## src/logic/procPkg.sv

```systemverilog
// Shared types, instruction field positions and widths for the 16-bit multi-cycle core
package procPkg;

   localparam int wordWidth = 16;
   localparam int regSel = 3;

   // Lowest bit of each instruction field
   localparam int opLo = 11;    // opcode in 15:11
   localparam int rsLo = 8;     // rs in 10:8 for I-format, R-format, branches and LBI
   localparam int iRdLo = 5;    // I-format rd in 7:5
   localparam int rtLo = 5;     // R-format rt in 7:5
   localparam int rRdLo = 2;    // R-format rd in 4:2

   // Immediates all start at bit 0
   localparam int imm5Bits = 5;
   localparam int imm8Bits = 8;    // BEQZ, BNEZ and LBI, signed
   localparam int imm11Bits = 11;  // J, signed

   // Any other 5-bit value in 15:11 is illegal
   typedef enum logic [4:0] {
      HALT = 5'b00000,
      J    = 5'b00100,
      ADDI = 5'b01000,
      SUBI = 5'b01001,
      XORI = 5'b01010,
      BEQZ = 5'b01100,
      BNEZ = 5'b01101,
      ST   = 5'b10000,
      LD   = 5'b10001,
      LBI  = 5'b11000,
      ADD  = 5'b11011,
      SUB  = 5'b11100,
      XOR  = 5'b11101
   } opcodeT;

   typedef enum logic [2:0] {
      sIdle,
      sDecode,
      sExecute,
      sMemory,
      sWriteback,
      sHalt
   } ctrlStateT;

   typedef enum logic [1:0] {
      aluAdd,
      aluSub,
      aluXor
   } aluOpT;

endpackage

```

## src/logic/execute.sv

```systemverilog
// Execute stage with ALU, immediate extension and branch target resolution
`timescale 1ns/1ns
module execute import procPkg::*; (
   input  logic [wordWidth-1:0] instr,
   input  logic [wordWidth-1:0] rsData,
   input  logic [wordWidth-1:0] rtData,
   input  aluOpT                aluOp,
   input  logic [wordWidth-1:0] pcNext,
   output logic [wordWidth-1:0] result,
   output logic                 takeBranch,
   output logic [wordWidth-1:0] target
);

   opcodeT op;
   logic [wordWidth-1:0] imm5s;
   logic [wordWidth-1:0] imm5z;
   logic [wordWidth-1:0] imm8s;
   logic [wordWidth-1:0] imm11s;
   logic [wordWidth-1:0] operand;
   logic [wordWidth-1:0] aluOut;

   assign op = opcodeT'(instr[opLo +: $bits(opcodeT)]);

   assign imm5s = {{(wordWidth - imm5Bits){instr[imm5Bits-1]}}, instr[0 +: imm5Bits]};
   assign imm5z = {{(wordWidth - imm5Bits){1'b0}}, instr[0 +: imm5Bits]};
   assign imm8s = {{(wordWidth - imm8Bits){instr[imm8Bits-1]}}, instr[0 +: imm8Bits]};
   assign imm11s = {{(wordWidth - imm11Bits){instr[imm11Bits-1]}}, instr[0 +: imm11Bits]};

   always_comb begin
      case (op)
         ADDI, SUBI, LD, ST: operand = imm5s;
         XORI: operand = imm5z;
         default: operand = rtData;
      endcase
      case (aluOp)
         aluSub: aluOut = rsData - operand;
         aluXor: aluOut = rsData ^ operand;
         default: aluOut = rsData + operand;
      endcase
      // LBI bypasses the ALU
      result = (op == LBI) ? imm8s : aluOut;
   end

   // Branches are relative to the following instruction
   always_comb begin
      target = pcNext + imm8s;
      case (op)
         BEQZ: takeBranch = (rsData == '0);
         BNEZ: takeBranch = (rsData != '0);
         J: begin
            takeBranch = 1'b1;
            target = pcNext + imm11s;
         end
         default: takeBranch = 1'b0;
      endcase
   end

endmodule

```

## config.mk

```make
export PLATFORM = sky130hd
export DESIGN_NAME = execute
export DESIGN_NICKNAME = d
export VERILOG_FILES = /design/src/logic/procPkg.sv /design/src/logic/execute.sv
export SDC_FILE = /design/constraint.sdc
export NUM_CORES = 1
export LEC_CHECK = 0
export BUFFER_PORTS_ARGS = -buffer_cell sky130_fd_sc_hd__buf_2
export CORE_MARGIN = 4
export CORE_UTILIZATION = 50
export DETAILED_ROUTE_END_ITERATION = 16
export GPL_TIMING_DRIVEN = 0
export MAX_ROUTING_LAYER = met4
export PLACE_DENSITY = 0.82
export SKIP_LAST_GASP = 1
export SLEW_MARGIN = 40
export SYNTH_ARGS = -nofsm -noshare
export SYNTH_HDL_FRONTEND = slang
export SYNTH_SLANG_ARGS = --single-unit
```

## constraint.sdc

```tcl
create_clock -name vclk -period 6.25
set_input_delay 0 -clock vclk [all_inputs]
set_output_delay 0 -clock vclk [all_outputs]
set_load 0.05 [all_outputs]
```

# Word level (Yosys, flattened, before mapping)
# Index checks and enable logic that the tools add are counted.
[op_classes]
n_addsub = 4
n_eq_ne = 11
mux = 5
bitwise_logic = 1
n_reduce_logical = 3
[ops]
columns = ["op", "count"]
rows = [
  ["one-hot mux 16 bit (2 select lines)", 2],
  ["adder 16 bit", 3],
  ["two-way mux 16 bit", 2],
  ["equality test 5 x 4 -> 1 bit, second input constant", 5],
  ["logical NOT 16 bit", 1],
  ["nonzero test 16 bit", 1],
  ["subtractor 16 bit", 1],
  ["XOR 16 bit", 1],
  ["equality test 5 bit, second input constant", 3],
  ["equality test 5 x 3 -> 1 bit, second input constant", 1],
  ["OR reduction 4 bit", 1],
  ["one-hot mux 1 bit (3 select lines)", 1],
  ["equality test 2 x 1 -> 1 bit, second input constant", 1],
  ["equality test 2 bit, second input constant", 1],
]
[word_totals]
regBits = 0
input_bits = 66
out_inout_bits = 33

# Logic depth before layout (Yosys ltp)
# Gate-level depths: netlist of run 1.
[logic_depth]
depth_word = 6
mapped_depth = 18
ltp_nobuf = 15

# Least setup slack after synthesis of run 1
# No wires, ideal clock.
[synth_path]
path_type = "input port to output port"
from = "input instr[14]"
to = "output result[14]"
t_arrival_ns = 4.227
slack_ns = 2.023
cell_stages = 17
n_path_buf = 3
cell_sequence = "buf_2 -> nor3b_1 -> a21oi_1 -> or2_2 -> clkbuf_1 -> buf_2 -> mux2_2 -> nand2_1 -> xnor2_1 -> fa_1 -> a21oi_1 -> o211ai_1 -> nor2_1 -> a31oi_1 -> a221oi_1 -> xor2_1 -> a221oi_1"
[synth_between]
elab_chain_cells = 6
word_cells_on_any_way = 13
classes_between = "2 x add/sub; 6 x eq/ne; 3 x mux; 1 x bitwise; 1 x reduce/logical"
[synth_rtl]
columns = ["element", "line_no", "text"]
rows = [
  ["start: declaration", "execute.sv:4", "input logic [wordWidth-1:0] instr,"],
  ["equality test 5 x 4 -> 1 bit or equality test 5 bit (tied branches)", "execute.sv:30", "case (op)"],
  ["OR reduction 4 bit", "execute.sv:30", ""],
  ["one-hot mux 16 bit (2 select lines)", "execute.sv:30", ""],
  ["adder 16 bit, or another cell as far along", "execute.sv:38", "default: aluOut = rsData + operand;"],
  ["one-hot mux 16 bit (2 select lines)", "execute.sv:35", "case (aluOp)"],
  ["two-way mux 16 bit *", "execute.sv:41", "result = (op == LBI) ? imm8s : aluOut;"],
  ["end: declaration", "execute.sv:9", "output logic [wordWidth-1:0] result,"],
]
# Mark *: on every way between the ends. The rest lies on a longest branch, timed or not.

# Worst setup path after layout of run 1
[layout_path]
from = "input instr[15]"
to = "output result[15]"
# Same word-level chain as after synthesis.

==> summary.json, run 1 <==
{
  "synthTopCellsByCount": "a21oi_1, nand2_1, nor2_1, ha_1, xnor2_1",
  "grt_remaining_overflow": 0,
  "synthToLayoutAreaGrowth_pct": 22.60,
  "report.final.slew_viol_count": 0,
  "power_density_of_the_placed_cells_nw_per_um2": 192.0,
  "io_pins": 99,
  "place_congestion": 1.010,
  "rsz0062_at_grt": "false",
  "crit_path_cell_trace": "buf_2 -> nor3b_1 -> a21oi_1 -> or2_2 -> clkbuf_1 -> clkbuf_1 -> clkbuf_1 -> o21ai_0 -> ha_1 -> o21a_1 -> o31ai_1 -> a211oi_1 -> a31oi_1 -> xnor2_1 -> nand3_1 -> a31oi_1 -> buf_2",
  "final_setup_vio_count": 0,
  "synthMostInstantiatedCell": "a21oi_1",
  "die_x_um": 79.61,
  "num_rows": 25,
  "synthesized_instance_count": 387,
  "nFlopsAndLatches": 0,
  "grt_pass1_wl_mm": 14.68,
  "dpl.hpwl_mm": 7.273,
  "placement.setup.worst_slack_ns": 2.112,
  "type_of_origin_of_the_critical_path": "input pin",
  "hold-worst-slack_ns": 0.4327,
  "avgViaCountPerCell": 5.991,
  "antenna_found_initial": 0,
  "hold_path_startpoint": "pcNext[0]",
  "num-fill-cells": 451,
  "routedWlPerCell_um": 15.83,
  "whs_path_depth": 3,
  "postCtsHoldBufs": 0,
  "p_leak_nw": 1.506,
  "synth_warnings": 0,
  "initial_utilization_pct": 52.88,
  "crit_buf_inv": 5,
  "crit_slowest_cell": "a211oi_1",
  "layout.clock_buffers": 0,
  "cap_violations": 0,
  "post_cts_resized": 0,
  "worst-setup-path-type": "input pin to primary output",
  "synth_sequential_area_ratio_pct": 0,
  "crit_path_end_kind": "primary output",
  "gr-usage-all-layers_pct": 28.28,
  "synth_top_area_cell": "ha_1",
  "worst-slew-pin-transition_ns": 0.6855,
  "drt-pass1-iter-count": 5,
  "critPathArrivalTime_ns": 4.24,
  "core_sq_um": 4848,
  "die_area_sq_um": 6337,
  "status": "finished clean",
  "synth_area_sq_um": 2564,
  "antenna_cells_inserted": 0,
  "fraction_of_post_synthesis_cell_area_in_the_top_cell_type_by_area_pct": 14.64,
  "synth.avg_cell_area_sq_um": 6.625,
  "tns_ns": 0,
  "final_layout_size_suffix_gt1_share_pct": 23.71,
  "slew_headroom_pct": 54.13,
  "power.total_mw": 0.6034,
  "timing_hold_violations_final": 0,
  "final_wl_mm": 8.739,
  "first_global_vias": 3154,
  "timing.hold.worst.class": "input pin to primary output",
  "setup.worst_path.start": "instr[15]",
  "drt_iter0_markers": 315,
  "critical-path-max-stage-delay_ns": 0.55,
  "timing.critical_path.max_delay_family": "compound AO/OA/AOI/OAI gates",
  "post_synthesis_net_count": 485,
  "netlist_top_cells_area": "ha_1, a21oi_1, xnor2_1",
  "synthDistinctLibCells": 52,
  "hold_path_end": "target[0]",
  "period_minus_slack_ns": 4.244,
  "drt_drc_violations_left": 0,
  "min_period_over_period_pct": 67.90,
  "post-cts-setup-buffer-count": 0,
  "crit_top_cell": "clkbuf_1",
  "pin_count_of_the_biggest_net_entering_global_routing": 11,
  "num_vias": 3307,
  "number_of_port_buffers": 98,
  "die_height_um": 79.61,
  "postLayoutSetupSlackWorst_ns": 2.006,
  "fmax_mhz": 235.6,
  "path_max_fanout": 10,
  "cp_data_required_time_ns": 6.25,
  "power.ir.vdd_worst_v": 0.0001323,
  "layout.nets": 585,
  "ant_nets": 0,
  "layout.area.seq_sq_um": 0
}
worst max-delay path by stage:
stage,end,slack [ns],depth (start not counted)
2_1_floorplan,result[14],2.02,17
3_3_place_gp,result[14],2.15,18
3_5_place_dp,result[15],2.11,17
4_1_cts,result[15],2.09,17
5_1_grt,result[14],1.71,17
6_report,result[15],2.01,17
cell type report:
type / count / area [sq um] / area share (%)
Multi-Input combinational cell: 361 / 2467 / 78.50
Timing Repair Buffer: 98 / 490.5 / 15.61
Tap cell: 67 / 83.83 / 2.667
Buffer: 14 / 56.30 / 1.791
Inverter: 12 / 45.04 / 1.433
power by group:
group          internal (mW)  switching (mW)  leakage, nW
registers                  0               0            0
clock network              0               0            0
logic                  0.192           0.412         1.51
per-stage QoR:
| stage | utilization (%) | std cells | cell area (sq um) |
|---|---|---|---|
| floorplan | - | 387 | 2564 |
| global placement | 64.72 | 552 | 3138 |
| detailed placement | 64.83 | 552 | 3143 |
| CTS | 64.83 | 552 | 3143 |
| global route | 64.83 | 552 | 3143 |
| finish | 64.83 | 552 | 3143 |
cells by family after synthesis:
kind of cell	synth area share (%)
adders and majority gates	16.20
AOI/OAI and AO/OA	34.31
xor gates and xnor gates	17.76
muxes	2.391
and+or+nand+nor	25.38
buffers and inverters	3.953
metal layers:
| layer | vias up | GRT usage, % | wire, um |
|---|---|---|---|
| met1 | 1500 | 37.62 | 3793 |
| met3 | 2 | 2.032 | 808 |
| met5 | - | - | 0 |
| met2 | 170 | 49.25 | 4123 |
| met4 | 0 | 1.203 | 13 |
| li1 | 1635 | - | - |
placed cells by master, fill, tap and decap left out, types with 12 or more instances in the layout:
| cell type | n |
|---|---|
| buf_2 | 101 |
| a21oi_1 | 52 |
| nand2_1 | 39 |
| nor2_1 | 31 |
| ha_1 | 30 |
| xnor2_1 | 27 |
| o21ai_0 | 26 |
| xor2_1 | 25 |
| inv_1 | 12 |
| nand3_1 | 12 |
Power figures use the tool's default switching activity.
==> run 2: changes to the inputs <==
clock period = 4.4 ns   (was 6.25 ns; I/O delays follow)
==> summary.json, run 2 (same netlist as run 1, synthesis figures left out) <==
{
  "final_layout_size_suffix_gt1_share": {"value": 24.12, "unit": "%", "change": "+0.41 points"},
  "p_leak": {"value": 1.511, "unit": "nW", "change": "+0.38%"},
  "power_density_of_the_placed_cells": {"value": 272.4, "unit": "nW/um^2", "change": "+42%"},
  "period_minus_slack_ns": 4.006,
  "die_x": {"value": 79.61, "unit": "um", "change": "unchanged"},
  "core": {"value": 4848, "unit": "sq um", "change": "unchanged"},
  "critPathArrivalTime": {"value": 4.01, "unit": "ns", "change": "-0.23 ns"},
  "hold_path_startpoint": "pcNext[0]",
  "antenna_cells_inserted": {"value": 0, "change": "unchanged"},
  "num_rows": {"value": 25, "change": "unchanged"},
  "power.total": {"value": 0.8588, "unit": "mW", "change": "+42%"},
  "final_setup_vio_count": {"value": 0, "change": "unchanged"},
  "initial_utilization": {"value": 52.88, "unit": "%", "change": "unchanged"},
  "worst-slew-pin-transition": {"value": 0.6737, "unit": "ns", "change": "-0.01188 ns"},
  "layout.nets": {"value": 585, "change": "unchanged"},
  "report.final.slew_viol_count": {"value": 0, "change": "unchanged"},
  "crit_path_end_kind": "primary output",
  "finish.cell_count_without_fillers": {"value": 552, "change": "unchanged"},
  "layout.cells.most_common": "buf_2",
  "num_vias": {"value": 3331, "change": "+0.73%"},
  "cp_data_required_time": {"value": 4.40, "unit": "ns", "change": "-1.85 ns"},
  "dpl.hpwl": {"value": 7.273, "unit": "mm", "change": "unchanged"},
  "fmax_mhz": 249.6,
  "drt_iter0_markers": {"value": 316, "change": "+0.32%"},
  "first_global_vias": {"value": 3154, "change": "unchanged"},
  "tns": {"value": 0, "unit": "ns", "change": "unchanged"},
  "status": "finished clean",
  "placedInstanceArea": {"value": 3143, "unit": "sq um", "change": "unchanged"},
  "final_wl": {"value": 8.752, "unit": "mm", "change": "+0.15%"},
  "slew_headroom": {"value": 54.92, "unit": "%", "change": "+0.79 points"},
  "rsz0062_at_grt": "false",
  "cap_violations": {"value": 0, "change": "unchanged"},
  "place.detailed.instances": {"value": 552, "change": "unchanged"},
  "antenna_found_initial": {"value": 0, "change": "unchanged"},
  "hold_path_end": "target[0]",
  "path_max_fanout": {"value": 7, "change": "-3"},
  "routedWlPerCell": {"value": 15.86, "unit": "um", "change": "+0.15%"},
  "min_period_over_period_pct": 91.05,
  "drt_drc_violations_left": {"value": 0, "change": "unchanged"},
  "ant_nets": {"value": 0, "change": "unchanged"},
  "type_of_origin_of_the_critical_path": "input pin",
  "timing.hold.worst.class": "input pin to primary output",
  "die_area": {"value": 6337, "unit": "sq um", "change": "unchanged"},
  "timing_hold_violations_final": {"value": 0, "change": "unchanged"},
  "layout.clock_buffers": {"value": 0, "change": "unchanged"},
  "io_pins": {"value": 99, "change": "unchanged"},
  "layout.area.seq": {"value": 0, "unit": "sq um", "change": "unchanged"},
  "place_congestion": {"value": 1.010, "change": "unchanged"},
  "pin_count_of_the_biggest_net_entering_global_routing": {"value": 11, "change": "unchanged"},
  "worst-setup-path-type": "input pin to primary output",
  "grt_pass1_wl": {"value": 14.68, "unit": "mm", "change": "unchanged"},
  "grt_remaining_overflow": {"value": 0, "change": "unchanged"},
  "whs_path_depth": {"value": 3, "change": "unchanged"},
  "number_of_port_buffers": {"value": 98, "change": "unchanged"},
  "nFlopsAndLatches": {"value": 0, "change": "unchanged"},
  "synthToLayoutAreaGrowth_pct": 22.99,
  "final_cell_mix": "buf_2, a21oi_1, nand2_1, nor2_1, ha_1",
  "drt-pass1-iter-count": {"value": 6, "change": "+1"},
  "gr-usage-all-layers": {"value": 28.28, "unit": "%", "change": "unchanged"},
  "layout.core_utilization": {"value": 65.03, "unit": "%", "change": "+0.21 points"},
  "power.ir.vdd_worst": {"value": 0.0001882, "unit": "V", "change": "+42%"},
  "die_height": {"value": 79.61, "unit": "um", "change": "unchanged"},
  "avgViaCountPerCell": {"value": 6.034, "change": "+0.73%"},
  "design_area": {"value": 3153, "unit": "sq um", "change": "+0.32%"}
}
[run 2: cell types whose count changed in the layout (fill, tap and decap cells not counted), sizes merged]
cell	change
buf	-2
clkbuf	+2
[run 2: timing repair]
item / CTS / global route
hold buffers: 0 / 0
setup buffers: 0 / 0
setup endpoints to repair: 0 / 4
resized for setup: 0 / 5
[run 2: worst max-delay path, stage by stage]
cell and delay (ns):
buf_2 0.14, or3_1 0.39, nor3_1 0.13, or3b_2 0.44, buf_2 0.18, nand2_1 0.16
nor2_1 0.09, a221oi_1 0.32, ha_1 0.29, clkbuf_1 0.20, a21oi_1 0.18, o21ai_0 0.19
a221o_1 0.35, a31oi_1 0.19, xnor2_1 0.18, nand3_1 0.10, a31oi_1 0.18, buf_2 0.28
[run 2: layout make-up]
class                           instances  area [sq um]
Tap cell                               67         83.83
Timing Repair Buffer                   98         493.0
Fill cell                             449          1695
Inverter                               12         45.04
Buffer                                 14         60.06
Multi-Input combinational cell        361          2471
[run 2: worst max path at each step]
stage,slack (ns),cells after the start,start,endpoint
6_report,0.39,18,instr[2],result[15]
2_1_floorplan,0.17,17,instr[14],result[14]
3_5_place_dp,0.26,17,instr[15],result[15]
4_1_cts,0.24,17,instr[15],result[15]
3_3_place_gp,0.30,18,instr[15],result[14]
5_1_grt,0.10,18,instr[15],result[14]
[run 2: stage by stage]
stage	hold slack, ns	setup slack, ns
after global routing	0.4516	0.1005
after detailed placement	0.4395	0.2621
after floorplan	0.2776	0.1734
final	0.4327	0.3938
after CTS	0.4395	0.2369
after global placement	0.4239	0.2979
[run 2: power by group]
| part | internal, mW | switching [mW] | total, mW |
|---|---|---|---|
| Clock | 0 | 0 | 0 |
| Combinational | 0.274 | 0.584 | 0.859 |
| Sequential | 0 | 0 | 0 |
[run 2: metal layers]
| layer | routed length (um) | global-route usage, % | vias up | share of wire, % |
|---|---|---|---|---|
| li1 | - | - | 1632 | - |
| met2 | 4068 | 49.25 | 183 | 46 |
| met5 | 0 | - | - | 0 |
| met4 | 46 | 1.203 | 0 | 0.53 |
| met1 | 3785 | 37.62 | 1510 | 43 |
| met3 | 852 | 2.032 | 6 | 9.7 |
